**config.mk**
```make
export PLATFORM = sky130hd
export DESIGN_NAME = fetch_frontend
export DESIGN_NICKNAME = d
export VERILOG_FILES = /design/src/hdl/fe_pkg.sv /design/src/hdl/fe_stage_if.sv /design/src/hdl/fetch_skid.sv /design/src/hdl/rvc_expander.sv /design/src/hdl/insn_align.sv /design/src/hdl/fetch_frontend.sv
export VERILOG_INCLUDE_DIRS = /design/src /design/src/hdl
export SDC_FILE = /design/constraint.sdc
export NUM_CORES = 1
export LEC_CHECK = 0
export BUFFER_PORTS_ARGS = -buffer_cell sky130_fd_sc_hd__buf_2
export CORE_MARGIN = 3
export CORE_UTILIZATION = 40
export DETAILED_ROUTE_END_ITERATION = 6
export SYNTH_ARGS = -nofsm -noshare
export SYNTH_HDL_FRONTEND = slang
export SYNTH_SLANG_ARGS = --single-unit
export TNS_END_PERCENT = 1
```
**constraint.sdc**
```tcl
create_clock -name cpu_clk_i -period 15.7 [get_ports cpu_clk_i]
set_input_delay 0.785 -clock cpu_clk_i [delete_from_list [all_inputs] [get_ports cpu_clk_i]]
set_output_delay 0.785 -clock cpu_clk_i [all_outputs]
set_load 0.01 [all_outputs]
```
**src/hdl/fe_consts.svh**
```systemverilog
`ifndef FE_CONSTS_SVH
`define FE_CONSTS_SVH

// One fetch block holds four 16-bit parcels
`define FE_BLOCK_W 64

// Halfword program counter, bit 0 of the byte address is dropped
`define FE_PC_W    31

`define FE_EXCP_W  4   // Fetch exception code

`endif

```
**src/hdl/fe_pkg.sv**
```systemverilog
`include "fe_consts.svh"

package fe_pkg;

    typedef logic [`FE_BLOCK_W-1:0] fe_block_t;
    typedef logic [`FE_PC_W-1:0]    fe_pc_t;
    typedef logic [`FE_EXCP_W-1:0]  fe_excp_t;

    typedef logic [15:0]            fe_parcel_t;
    typedef logic [1:0]             fe_pidx_t;   // Parcel index inside a block
    typedef logic [31:0]            fe_insn_t;

    // Straddle means the first half of a 32-bit instruction waits in the residue
    typedef enum logic {
        ALIGN_IDLE     = 1'b0,
        ALIGN_STRADDLE = 1'b1
    } align_state_e;

endpackage

```
**src/hdl/fe_stage_if.sv**
```systemverilog
interface fe_stage_if
    import fe_pkg::*;
();

    logic      vld;
    logic      busy;        // Aligner back-pressure
    fe_block_t block;
    fe_pc_t    pc;
    logic      excp_vld;
    fe_excp_t  excp_code;
    logic      btb_vld;     // Taken prediction ends the block at btb_idx
    fe_pidx_t  btb_idx;

    modport src (
        output vld,
        output block,
        output pc,
        output excp_vld,
        output excp_code,
        output btb_vld,
        output btb_idx,
        input  busy
    );

    modport dst (
        input  vld,
        input  block,
        input  pc,
        input  excp_vld,
        input  excp_code,
        input  btb_vld,
        input  btb_idx,
        output busy
    );

endinterface

```
**src/hdl/fetch_skid.sv**
```systemverilog
module fetch_skid
    import fe_pkg::*;
(
    input  logic       cpu_clk_i,
    input  logic       rst_n_i,
    input  logic       flush_i,
    input  logic       in_vld_i,
    input  fe_block_t  in_block_i,
    input  fe_pc_t     in_pc_i,
    input  logic       in_excp_vld_i,
    input  fe_excp_t   in_excp_code_i,
    input  logic       in_btb_vld_i,
    input  fe_pidx_t   in_btb_idx_i,
    output logic       busy_o,
    fe_stage_if.src    out_if
);

    // Two-entry storage, addressed as a small ring
    fe_block_t  blk_q       [2];
    fe_pc_t     pc_q        [2];
    logic       excp_vld_q  [2];
    fe_excp_t   excp_code_q [2];
    logic       btb_vld_q   [2];
    fe_pidx_t   btb_idx_q   [2];

    logic       wr_ptr_q;
    logic       rd_ptr_q;
    logic [1:0] count_q;
    logic       push;
    logic       pop;

    assign busy_o = (count_q == 2'd2);          // Stop fetch only when both entries are taken
    assign push   = in_vld_i & ~busy_o;
    assign pop    = out_if.vld & ~out_if.busy;

    always_ff @(posedge cpu_clk_i) begin
        if (!rst_n_i || flush_i) begin
            wr_ptr_q <= 1'b0;
            rd_ptr_q <= 1'b0;
            count_q  <= 2'd0;
        end else begin
            if (push) wr_ptr_q <= ~wr_ptr_q;
            if (pop) rd_ptr_q <= ~rd_ptr_q;
            case ({push, pop})
                2'b10:   count_q <= count_q + 2'd1;
                2'b01:   count_q <= count_q - 2'd1;
                default: count_q <= count_q;    // Idle, or one in and one out
            endcase
        end
    end

    always_ff @(posedge cpu_clk_i) begin
        if (push) begin
            blk_q[wr_ptr_q]       <= in_block_i;
            pc_q[wr_ptr_q]        <= in_pc_i;
            excp_vld_q[wr_ptr_q]  <= in_excp_vld_i;
            excp_code_q[wr_ptr_q] <= in_excp_code_i;
            btb_vld_q[wr_ptr_q]   <= in_btb_vld_i;
            btb_idx_q[wr_ptr_q]   <= in_btb_idx_i;
        end
    end

    // Head entry goes to the aligner
    assign out_if.vld       = (count_q != 2'd0);
    assign out_if.block     = blk_q[rd_ptr_q];
    assign out_if.pc        = pc_q[rd_ptr_q];
    assign out_if.excp_vld  = excp_vld_q[rd_ptr_q];
    assign out_if.excp_code = excp_code_q[rd_ptr_q];
    assign out_if.btb_vld   = btb_vld_q[rd_ptr_q];
    assign out_if.btb_idx   = btb_idx_q[rd_ptr_q];

endmodule

```
**src/hdl/rvc_expander.sv**
```systemverilog
module rvc_expander
    import fe_pkg::*;
(
    input  fe_parcel_t parcel_i,
    output fe_insn_t   insn_o,
    output logic       illegal_o
);

    logic [1:0]  quad;
    logic [2:0]  funct3;
    logic [4:0]  rd;          // Full register field
    logic [4:0]  rs2;
    logic [4:0]  rd_p;        // Short register fields map onto x8..x15
    logic [4:0]  rs1_p;
    logic [5:0]  imm6;
    logic [11:0] ls_off;
    logic [11:0] j_off;
    logic [8:0]  b_off;

    assign quad   = parcel_i[1:0];
    assign funct3 = parcel_i[15:13];
    assign rd     = parcel_i[11:7];
    assign rs2    = parcel_i[6:2];
    assign rd_p   = {2'b01, parcel_i[4:2]};
    assign rs1_p  = {2'b01, parcel_i[9:7]};
    assign imm6   = {parcel_i[12], parcel_i[6:2]};

    // Word offset for C.LW and C.SW, zero extended
    assign ls_off = {5'b00000, parcel_i[5], parcel_i[12:10], parcel_i[6], 2'b00};

    // Scrambled jump and branch offsets back in bit order
    assign j_off  = {parcel_i[12], parcel_i[8], parcel_i[10:9], parcel_i[6], parcel_i[7],
                     parcel_i[2], parcel_i[11], parcel_i[5:3], 1'b0};
    assign b_off  = {parcel_i[12], parcel_i[6:5], parcel_i[2], parcel_i[11:10],
                     parcel_i[4:3], 1'b0};

    always_comb begin
        insn_o    = '0;
        illegal_o = 1'b1;
        case (quad)
            2'b00: begin
                case (funct3)
                    3'b010: begin                               // C.LW
                        insn_o    = {ls_off, rs1_p, 3'b010, rd_p, 7'b0000011};
                        illegal_o = 1'b0;
                    end
                    3'b110: begin                               // C.SW, rs2' in the rd' slot
                        insn_o    = {ls_off[11:5], rd_p, rs1_p, 3'b010, ls_off[4:0], 7'b0100011};
                        illegal_o = 1'b0;
                    end
                    default: begin
                    end
                endcase
            end
            2'b01: begin
                case (funct3)
                    3'b000: begin                               // C.ADDI and C.NOP
                        insn_o    = {{6{imm6[5]}}, imm6, rd, 3'b000, rd, 7'b0010011};
                        illegal_o = 1'b0;
                    end
                    3'b010: begin                               // C.LI
                        insn_o    = {{6{imm6[5]}}, imm6, 5'd0, 3'b000, rd, 7'b0010011};
                        illegal_o = 1'b0;
                    end
                    3'b011: begin
                        // C.LUI, rd of x2 is C.ADDI16SP which is not covered
                        insn_o    = {{14{imm6[5]}}, imm6, rd, 7'b0110111};
                        illegal_o = (rd == 5'd2) || (imm6 == 6'd0);
                    end
                    3'b101: begin                               // C.J as JAL x0
                        insn_o    = {j_off[11], j_off[10:1], j_off[11], {8{j_off[11]}},
                                     5'd0, 7'b1101111};
                        illegal_o = 1'b0;
                    end
                    3'b110, 3'b111: begin
                        // C.BEQZ and C.BNEZ compare against x0
                        insn_o    = {b_off[8], {2{b_off[8]}}, b_off[8:5], 5'd0, rs1_p,
                                     2'b00, funct3[0], b_off[4:1], b_off[8], 7'b1100011};
                        illegal_o = 1'b0;
                    end
                    default: begin
                    end
                endcase
            end
            2'b10: begin
                if (funct3 == 3'b100 && rs2 != 5'd0) begin
                    // Bit 12 picks C.ADD over C.MV
                    insn_o    = parcel_i[12] ? {7'b0, rs2, rd, 3'b000, rd, 7'b0110011}
                                             : {7'b0, rs2, 5'd0, 3'b000, rd, 7'b0110011};
                    illegal_o = 1'b0;
                end
            end
            default: begin                                      // Not a compressed parcel
            end
        endcase
    end

endmodule

```
**src/hdl/insn_align.sv**
```systemverilog
module insn_align
    import fe_pkg::*;
(
    input  logic      cpu_clk_i,
    input  logic      rst_n_i,
    input  logic      flush_i,
    fe_stage_if.dst   in_if,
    input  logic      dec_busy_i,
    output logic      dec_vld_o,
    output fe_insn_t  dec0_insn_o,
    output logic      dec0_is_c_o,
    output fe_insn_t  dec1_insn_o,
    output logic      dec1_is_c_o,
    output logic      dec1_vld_o,
    output fe_pc_t    dec_pc_o,
    output logic      dec_excp_vld_o,
    output fe_excp_t  dec_excp_code_o,
    output logic      dec_btb_vld_o
);

    localparam int PC_W  = $bits(fe_pc_t);
    localparam int BLK_W = $bits(fe_block_t);

    align_state_e state_q;
    logic [3:0]   stage_mask_q;     // Parcels still open for the next pass of this block
    fe_parcel_t   residue_q;        // First half of a straddling instruction
    fe_pc_t       res_pc_q;

    logic [3:0]   pc_mask;
    logic [3:0]   btb_mask;
    logic [3:0]   hw_accept;
    logic [79:0]  blk_ext;
    logic         straddle;

    logic [3:0]   avail_a;
    fe_pidx_t     a_idx;
    fe_insn_t     a_word;
    logic         a_vld;
    logic         a_32;
    logic         a_cut;
    logic [3:0]   a_used;
    logic [3:0]   avail_b;
    fe_pidx_t     b_idx;
    fe_insn_t     b_word;
    logic         b_vld;
    logic         b_32;
    logic         b_cut;
    logic [3:0]   b_used;

    fe_insn_t     c1_word;          // Slot 1 candidate
    logic         c1_vld;
    logic         c1_32;
    logic         c1_cut;
    fe_insn_t     exp0_insn;
    fe_insn_t     exp1_insn;
    logic         exp0_ill;
    logic         exp1_ill;

    fe_insn_t     s0_insn;
    fe_insn_t     s1_insn;
    logic         s0_vld;
    logic         s1_vld;
    fe_pc_t       pkt_pc;
    logic [3:0]   consumed;
    logic         all_done;
    logic         cut;
    logic         accept;

    function automatic fe_pidx_t first_set(input logic [3:0] m);
        fe_pidx_t idx;
        idx = 2'd3;
        for (int i = 3; i >= 0; i--) begin
            if (m[i]) idx = fe_pidx_t'(i);
        end
        return idx;
    endfunction

    assign straddle  = (state_q == ALIGN_STRADDLE);
    assign pc_mask   = 4'b1111 << in_if.pc[1:0];
    assign btb_mask  = in_if.btb_vld ? (4'b1111 >> (2'd3 - in_if.btb_idx)) : 4'b1111;
    assign hw_accept = pc_mask & btb_mask & stage_mask_q;
    assign blk_ext   = {16'h0000, in_if.block};

    // First instruction, parcel 0 belongs to the joined word while straddling
    assign avail_a = straddle ? (hw_accept & 4'b1110) : hw_accept;
    assign a_vld   = |avail_a;
    assign a_idx   = first_set(avail_a);
    assign a_word  = blk_ext[{a_idx, 4'b0000} +: 32];
    assign a_32    = (a_word[1:0] == 2'b11);
    assign a_cut   = a_vld & a_32 & (a_idx == 2'd3);   // Upper half lives in the next block
    assign a_used  = !a_vld ? 4'b0000 : a_32 ? (4'b0011 << a_idx) : (4'b0001 << a_idx);

    assign avail_b = avail_a & ~a_used;
    assign b_vld   = |avail_b;
    assign b_idx   = first_set(avail_b);
    assign b_word  = blk_ext[{b_idx, 4'b0000} +: 32];
    assign b_32    = (b_word[1:0] == 2'b11);
    assign b_cut   = b_vld & b_32 & (b_idx == 2'd3);
    assign b_used  = !b_vld ? 4'b0000 : b_32 ? (4'b0011 << b_idx) : (4'b0001 << b_idx);

    assign c1_word = straddle ? a_word : b_word;
    assign c1_vld  = straddle ? a_vld : b_vld;
    assign c1_32   = straddle ? a_32 : b_32;
    assign c1_cut  = straddle ? a_cut : b_cut;

    rvc_expander u_exp0 (
        .parcel_i  (a_word[15:0]),
        .insn_o    (exp0_insn),
        .illegal_o (exp0_ill)
    );

    rvc_expander u_exp1 (
        .parcel_i  (c1_word[15:0]),
        .insn_o    (exp1_insn),
        .illegal_o (exp1_ill)
    );

    assign s0_insn  = straddle ? {in_if.block[15:0], residue_q}
                    : a_32     ? a_word
                    : (exp0_ill ? '0 : exp0_insn);
    assign s0_vld   = straddle | (a_vld & ~a_cut);
    assign s1_insn  = c1_32 ? c1_word : (exp1_ill ? '0 : exp1_insn);
    assign s1_vld   = c1_vld & ~c1_cut;
    assign pkt_pc   = straddle ? res_pc_q : {in_if.pc[PC_W-1:2], a_idx};
    assign consumed = straddle ? (4'b0001 | a_used) : (a_used | b_used);
    assign all_done = ((hw_accept & ~consumed) == 4'b0000);
    assign cut      = c1_cut | (~straddle & a_cut);
    assign accept   = in_if.vld & ~dec_busy_i;

    // Hold the block for another pass while parcels remain
    assign in_if.busy = dec_busy_i | (in_if.vld & ~in_if.excp_vld & ~all_done);

    always_ff @(posedge cpu_clk_i) begin
        if (!rst_n_i || flush_i) begin
            state_q      <= ALIGN_IDLE;
            stage_mask_q <= 4'hF;
            dec_vld_o    <= 1'b0;
            dec1_vld_o   <= 1'b0;
        end else if (!dec_busy_i) begin
            if (!in_if.vld) begin
                dec_vld_o  <= 1'b0;
                dec1_vld_o <= 1'b0;
            end else if (in_if.excp_vld) begin
                dec_vld_o    <= 1'b1;
                dec1_vld_o   <= 1'b0;
                state_q      <= ALIGN_IDLE;
                stage_mask_q <= 4'hF;
            end else begin
                dec_vld_o  <= s0_vld;
                dec1_vld_o <= s0_vld & s1_vld;
                if (!all_done) begin
                    stage_mask_q <= stage_mask_q & ~consumed;
                    state_q      <= ALIGN_IDLE;
                end else begin
                    stage_mask_q <= 4'hF;
                    // A taken prediction redirects, so no join with the next block
                    state_q      <= (cut && !in_if.btb_vld) ? ALIGN_STRADDLE : ALIGN_IDLE;
                end
            end
        end
    end

    always_ff @(posedge cpu_clk_i) begin
        if (accept) begin
            dec_excp_vld_o  <= in_if.excp_vld;
            dec_excp_code_o <= in_if.excp_code;
            if (in_if.excp_vld) begin
                dec0_insn_o   <= '0;
                dec0_is_c_o   <= 1'b0;
                dec1_insn_o   <= '0;
                dec1_is_c_o   <= 1'b0;
                dec_pc_o      <= in_if.pc;
                dec_btb_vld_o <= 1'b0;
            end else begin
                dec0_insn_o   <= s0_insn;
                dec0_is_c_o   <= ~straddle & ~a_32;
                dec1_insn_o   <= s1_insn;
                dec1_is_c_o   <= ~c1_32;
                dec_pc_o      <= pkt_pc;
                dec_btb_vld_o <= in_if.btb_vld & all_done;      // Last pass holds the branch
                residue_q     <= in_if.block[BLK_W-1 -: 16];
                res_pc_q      <= {in_if.pc[PC_W-1:2], 2'b11};
            end
        end
    end

endmodule

```
**src/hdl/fetch_frontend.sv**
```systemverilog
`include "fe_consts.svh"

module fetch_frontend
    import fe_pkg::*;
(
    input  logic                  cpu_clk_i,
    input  logic                  rst_n_i,
    input  logic                  flush_i,
    // Fetch side
    input  logic                  fetch_vld_i,
    input  logic [`FE_BLOCK_W-1:0] fetch_block_i,
    input  logic [`FE_PC_W-1:0]   fetch_pc_i,
    input  logic                  fetch_excp_vld_i,
    input  logic [`FE_EXCP_W-1:0] fetch_excp_code_i,
    input  logic                  btb_vld_i,
    input  fe_pidx_t              btb_idx_i,
    output logic                  busy_o,
    // Decode side
    input  logic                  dec_busy_i,
    output logic                  dec_vld_o,
    output fe_insn_t              dec0_insn_o,
    output logic                  dec0_is_c_o,
    output fe_insn_t              dec1_insn_o,
    output logic                  dec1_is_c_o,
    output logic                  dec1_vld_o,
    output logic [`FE_PC_W-1:0]   dec_pc_o,
    output logic                  dec_excp_vld_o,
    output logic [`FE_EXCP_W-1:0] dec_excp_code_o,
    output logic                  dec_btb_vld_o
);

    fe_stage_if stage_if ();

    fetch_skid u_skid (
        .cpu_clk_i      (cpu_clk_i),
        .rst_n_i        (rst_n_i),
        .flush_i        (flush_i),
        .in_vld_i       (fetch_vld_i),
        .in_block_i     (fetch_block_i),
        .in_pc_i        (fetch_pc_i),
        .in_excp_vld_i  (fetch_excp_vld_i),
        .in_excp_code_i (fetch_excp_code_i),
        .in_btb_vld_i   (btb_vld_i),
        .in_btb_idx_i   (btb_idx_i),
        .busy_o         (busy_o),
        .out_if         (stage_if.src)
    );

    insn_align u_align (
        .cpu_clk_i       (cpu_clk_i),
        .rst_n_i         (rst_n_i),
        .flush_i         (flush_i),
        .in_if           (stage_if.dst),
        .dec_busy_i      (dec_busy_i),
        .dec_vld_o       (dec_vld_o),
        .dec0_insn_o     (dec0_insn_o),
        .dec0_is_c_o     (dec0_is_c_o),
        .dec1_insn_o     (dec1_insn_o),
        .dec1_is_c_o     (dec1_is_c_o),
        .dec1_vld_o      (dec1_vld_o),
        .dec_pc_o        (dec_pc_o),
        .dec_excp_vld_o  (dec_excp_vld_o),
        .dec_excp_code_o (dec_excp_code_o),
        .dec_btb_vld_o   (dec_btb_vld_o)
    );

endmodule

```
[Yosys cells after proc, flatten, opt, wreduce, memory -nomap -nowiden]
Memories as Yosys holds them, arrays and structs flattened. A register that Yosys moved wholly into a read port is not among the register bits.
Cells that the tools add are included.
Storage, ports and cells
  flip-flop bits (word level): 155
  memory bits (writable): 206
  bits of input ports: 108
  output and inout port bits: 106
  word-level logic and storage cells: 189
  memories: 6
Memory list
  u_skid.blk_q: depth 2, bits a word 64, rd ports 1, clocked after Yosys merged registers in 1, wr ports 1, RTL line fetch_skid.sv:19  | fe_block_t blk_q [2];
  u_skid.pc_q: depth 2, bits a word 31, rd ports 1, clocked after Yosys merged registers in 1, wr ports 1, RTL line fetch_skid.sv:20  | fe_pc_t pc_q [2];
  u_skid.excp_code_q: depth 2, bits a word 4, rd ports 1, clocked after Yosys merged registers in 1, wr ports 1, RTL line fetch_skid.sv:22  | fe_excp_t excp_code_q [2];
  u_skid.btb_idx_q: depth 2, bits a word 2, rd ports 1, clocked after Yosys merged registers in 1, wr ports 1, RTL line fetch_skid.sv:24  | fe_pidx_t btb_idx_q [2];
  u_skid.btb_vld_q: depth 2, bits a word 1, rd ports 1, clocked after Yosys merged registers in 1, wr ports 1, RTL line fetch_skid.sv:23  | logic btb_vld_q [2];
  u_skid.excp_vld_q: depth 2, bits a word 1, rd ports 1, clocked after Yosys merged registers in 1, wr ports 1, RTL line fetch_skid.sv:21  | logic excp_vld_q [2];
Operators by class
  add/sub/neg operators: 3
  eq/ne operators: 25
  shift-type cells: 8
  multiplexer cells: 64
  bitwise gates (word level): 38
  reduce and logical (&&, ||, !) cells: 29
Operators by type and width (number)
  32-bit one-hot mux with 5 select lines: 2
  32-bit two-way mux: 6
  32-bit one-hot mux with 3 select lines: 2
  80-bit by 7-bit indexed part select with 32-bit output: 2
  27-bit one-hot mux with 2 select lines: 2
  31-bit two-way mux: 2
  25-bit two-way mux: 2
  20-bit two-way mux: 2
  4-bit two-way mux: 8
  1-bit two-way mux: 29
  3-bit == test, second input constant: 8
  4-bit bitwise AND: 5
  2-bit == test, second input constant: 8
  1-bit bitwise AND: 15
  3-bit by 2-bit == test with 1-bit output, second input constant: 4
  6-bit logical NOT: 2
  1-bit NOT: 12
  5-bit by 2-bit == test with 1-bit output, second input constant: 2
  5-bit nonzero test: 2
  5-bit OR reduction: 2
  2-bit two-way mux: 4
  4-bit NOT: 2
  2-bit OR reduction: 4
  4-bit OR reduction: 2
  21 further kinds: 38

[Logic depth before layout (Yosys ltp)]
  depth in word-level cells: 33
  mapped depth: 19
  mapped depth without buffers: 13

[By module]
From an unflattened synthesis, not the netlist that was laid out.
Second synthesis, totals
  cell total of the unflattened synthesis: 1460
  area total of the unflattened synthesis: 17976.0 um2
Modules (own cells, without submodules)
  insn_align: instances 1, cells an instance 793, area each 8413.1 um2, sequential area each 4584.4 um2
  fetch_skid: instances 1, cells an instance 349, area each 7653.6 um2, sequential area each 6286.0 um2
  rvc_expander: instances 2, cells an instance 159, area each 954.7 um2, sequential area each 0.0 um2

[Worst setup path after synthesis]
No wires, ideal clock.
  kind: input-to-reg
  from: in fetch_vld_i
  to: mem u_skid.blk_q[0][0] in the netlist's numbering, enable pin
  library setup time: 0.566 ns
  arrival: 5.163 ns
  data required time: 15.134 ns
  path slack: 9.972 ns
  stages on the path: 2
  path buffers: 0
  path through: nand2_1 nor2_1
On the way
  longest elaborated chain between the ends: 3
Ends and longest elaborated chain
  from (decl): RTL line fetch_frontend.sv:10  | input logic fetch_vld_i,
  1-bit bitwise AND: RTL line fetch_skid.sv:33  | assign push = in_vld_i & ~busy_o;
  1-bit two-way mux: RTL line fetch_skid.sv:53  | if (push) begin
  1-bit two-way mux (not written as such): RTL line fetch_skid.sv:54  | blk_q[wr_ptr_q] <= in_block_i;
  to (decl): RTL line fetch_skid.sv:19
No other way between the ends.

==> impl_metrics.env <==
export IMPL_status="finished with violations"
export IMPL_violations="design-rule violations"
export IMPL_via_per_inst=6.21
export IMPL_yosysTopAreaCellShare=0.595
export IMPL_powerDensity_nw_per_um2=125
export IMPL_synth_ff_type="edfxtp_1"
export IMPL_start_util=0.410
export IMPL_final_util=0.478
export IMPL_ys_seq_elements=366
export IMPL_crit_buf_inv=2
export IMPL_synthesis_instances=1425
export IMPL_synth_edf_count=354
export IMPL_crit_family="compound AO/OA/AOI/OAI gates"
export IMPL_synth_most_common_cell="edfxtp_1"
export IMPL_yosysTopAreaCell="edfxtp_1"
export IMPL_p_switching_w=0.000748
export IMPL_p_leak_nw=7.01
export IMPL_fin_skew_ns=0.0241
export IMPL_syn_mean_instance_area_um2=12.5
export IMPL_vdd_drop_max_mv=0.113
export IMPL_overflow=0
export IMPL_power_w=0.00261
export IMPL_cts_buffers=40
export IMPL_async_flop_share=0
export IMPL_worst_slew_margin_rel=0.123
export IMPL_cpMostUsedCell="buf_4"
export IMPL_wl_per_cell_um=27.8
export IMPL_nFillCells=4019
export IMPL_setup_violations=0
export IMPL_path_clk_slew_ns=0.06
export IMPL_worstHoldPathType="input port to register"
export IMPL_design_die_area_um2=47200
export IMPL_swShare=0.287
export IMPL_crit_path_cell_trace="buf_4 > nor3b_4 > o21ai_2 > buf_4 > a22oi_2 > nand2_1 > a2111oi_0 > a21oi_1 > or4_1 > a31o_2 > o21ai_4 > o22ai_1"
export IMPL_hold_buffers=0
export IMPL_cts_resized=0
export IMPL_worstSetupPathType="register to register"
export IMPL_grt_setup_unrepaired="no"
export IMPL_antenna_found_initial=5
export IMPL_finalHoldViolations=0
export IMPL_dieHeight_um=217
export IMPL_clock_latency_ns=0.57
export IMPL_worstMarginPinSlew_ns=1.32
export IMPL_clock_path_buffers=3
export IMPL_crit_fanout=64
export IMPL_crit_path_start_kind="register"
export IMPL_tns_ns=0
export IMPL_pwr_share_clk=0.376
export IMPL_cp_end_kind="register"
export IMPL_ant_nets=0
export IMPL_dpl_cell_area_um2=19500
export IMPL_ys_top_cells_by_area="edfxtp_1, mux2_2, mux2i_1"
export IMPL_drt_iter0_drc=1665
export IMPL_grt_pass1_wl_mm=90.2
export IMPL_die_x_um=217
export IMPL_grt_util_all_layers=0.256
export IMPL_area_growth_pct=16.6
export IMPL_ios=214
export IMPL_fin_area_um2=20800
export IMPL_cts_tree="yes"
export IMPL_wl_mm=61.9
export IMPL_p_seq_frac=0.436
export IMPL_postCtsSetupRepairBufs=0
export IMPL_final_min_clock_period_ns=6.42
export IMPL_worst_hold_slack_ns=0.396
export IMPL_placementRows=76
export IMPL_cp_data_required_time_ns=15.98
export IMPL_grt_pass1_vias=13376
export IMPL_yosysSeqAreaShare=0.608
export IMPL_cp_arrival_ns=6.70
export IMPL_core_area_um2=43600
export IMPL_via_count=13849
export IMPL_fmax_ghz=0.156
export IMPL_portBuffers=213
export IMPL_p_int_w=0.00186
export IMPL_r2r_slack_ns=9.28
export IMPL_dp_hpwl_mm=43.7
export IMPL_first_pass_iters=7
export IMPL_num_nets_final=1720
export IMPL_cts_sinks=366
export IMPL_cts_root_buf="clkbuf_16"
export IMPL_cap_violations=0
export IMPL_synth_common_cells="edfxtp_1, a21oi_1, mux2_2, nor2_1, nand2_1"
export IMPL_grt_max_degree=71
export IMPL_maxSlewViolCount=0
export IMPL_cpMaxStageDelayCell="buf_4"
export IMPL_max_stage_delay_ns=0.89
export IMPL_yosysWarningCount=0
export IMPL_fin_crit_sh=0.409
export IMPL_htree_num_levels=2
export IMPL_synth_area_um2=17900
export IMPL_synth_cell_types=95
export IMPL_drive_above_1_share=0.273
export IMPL_drc_errors=5
export IMPL_combPwrFrac=0.188
export IMPL_syn_nets=1534
export IMPL_gp_routability_congestion=0.982
[per-layer routing]
metal  GRT usage  wire (um)  vias to the layer above
met5           0         28                        -
met4       0.111       2820                        4
met3      0.0511       5340                      165
met2       0.393      28000                      777
met1       0.355      25800                     6827
li1            -          -                     6076
[power by group through the flow]
stage	registers, W	clock network (W)	logic, W
3_5_place_dp	0.00116	0	0.000471
3_3_place_gp	0.00116	0	0.000475
5_1_grt	0.00114	0.00104	0.000513
6_report	0.00114	0.000980	0.000490
2_1_floorplan	0.00116	0	0.000289
4_1_cts	0.00114	0.00100	0.000473
[layout by cell type, fill, tap and decap left out, types with 13 or more instances in the layout]
| cell type | synthesis | layout |
|---|---|---|
| edfxtp_1 | 354 | 354 |
| buf_2 | 21 | 213 |
| a21oi_1 | 93 | 93 |
| mux2_2 | 91 | 91 |
| nand2_1 | 89 | 89 |
| nor2_1 | 91 | 88 |
| o21ai_0 | 69 | 69 |
| mux2i_1 | 48 | 47 |
| clkbuf_16 | 0 | 40 |
| nand3_1 | 37 | 37 |
| o22ai_1 | 37 | 37 |
| buf_4 | 8 | 29 |
| o211ai_1 | 25 | 25 |
| nor3_1 | 25 | 25 |
| a31oi_1 | 21 | 21 |
| a211oi_1 | 20 | 20 |
| inv_1 | 21 | 19 |
| a221oi_1 | 16 | 16 |
| a21o_1 | 14 | 14 |
| a22oi_1 | 13 | 13 |
[metrics by stage]
step	cells	worst slack [ns]
2_1_floorplan	1425	9.97
3_3_place_gp	2154	9.57
3_5_place_dp	2154	9.42
4_1_cts	2226	9.41
5_1_grt	2227	8.86
6_report	2229	9.28
[area by class of cell]
class | count | area [um^2] | area share
clock buffer | 49 | 1030 | 0.0497
sequential | 366 | 10900 | 0.522
tap | 585 | 732 | 0.0351
antenna | 3 | 7.51 | 0.000360
timing repair buffer | 242 | 1280 | 0.0616
multi-input combinational | 940 | 6480 | 0.311
clock inverter | 23 | 335 | 0.0161
inverter | 21 | 81.3 | 0.00390
[final timing paths]
path                                           end  cells after the start                            start
max          u_align.dec1_insn_o[24]$_SDFFCE_PP0P_                     12                         register
min                  u_skid.blk_q[0][43]$_DFFE_PP_                      1                fetch_block_i[43]
max reg2reg  u_align.dec1_insn_o[24]$_SDFFCE_PP0P_                     12                         register
min reg2reg        u_align.dec1_vld_o$_SDFFE_PP0N_                      2  u_align.dec1_vld_o$_SDFFE_PP0N_
[worst register-to-register path, cell delays in order, from the launching register on]
cell and delay, ns:
dfxtp_4 0.86, buf_4 0.90, nor3b_4 0.42, o21ai_2 0.09, buf_4 0.28, a22oi_2 0.78
nand2_1 0.61, a2111oi_0 0.63, a21oi_1 0.22, or4_1 0.60, a31o_2 0.30, o21ai_4 0.24
o22ai_1 0.22
[state kept, by name, summed over array words and instances, names as in the netlist, 2 cells and up, named ones only]
signal,flops
u_skid.count_q,2
u_align.dec_excp_code_o,4
u_skid.btb_vld_q,2
u_skid.pc_q,62
u_skid.excp_code_q,8
u_align.stage_mask_q,4
u_align.dec_pc_o,31
u_align.res_pc_q,29
u_align.dec1_insn_o,32
u_skid.btb_idx_q,4
u_skid.excp_vld_q,2
u_align.residue_q,16
u_align.dec0_insn_o,32
u_skid.blk_q,128
[kinds of logic after synthesis]
logic type | share of synthesized area
flops | 0.608
simple gates | 0.0887
compound gates | 0.185
mux | 0.0855
buf+inv | 0.0307
fa+ha+maj | 0.000700
xor+xnor | 0.00147
(Power assumes the default switching activity.)
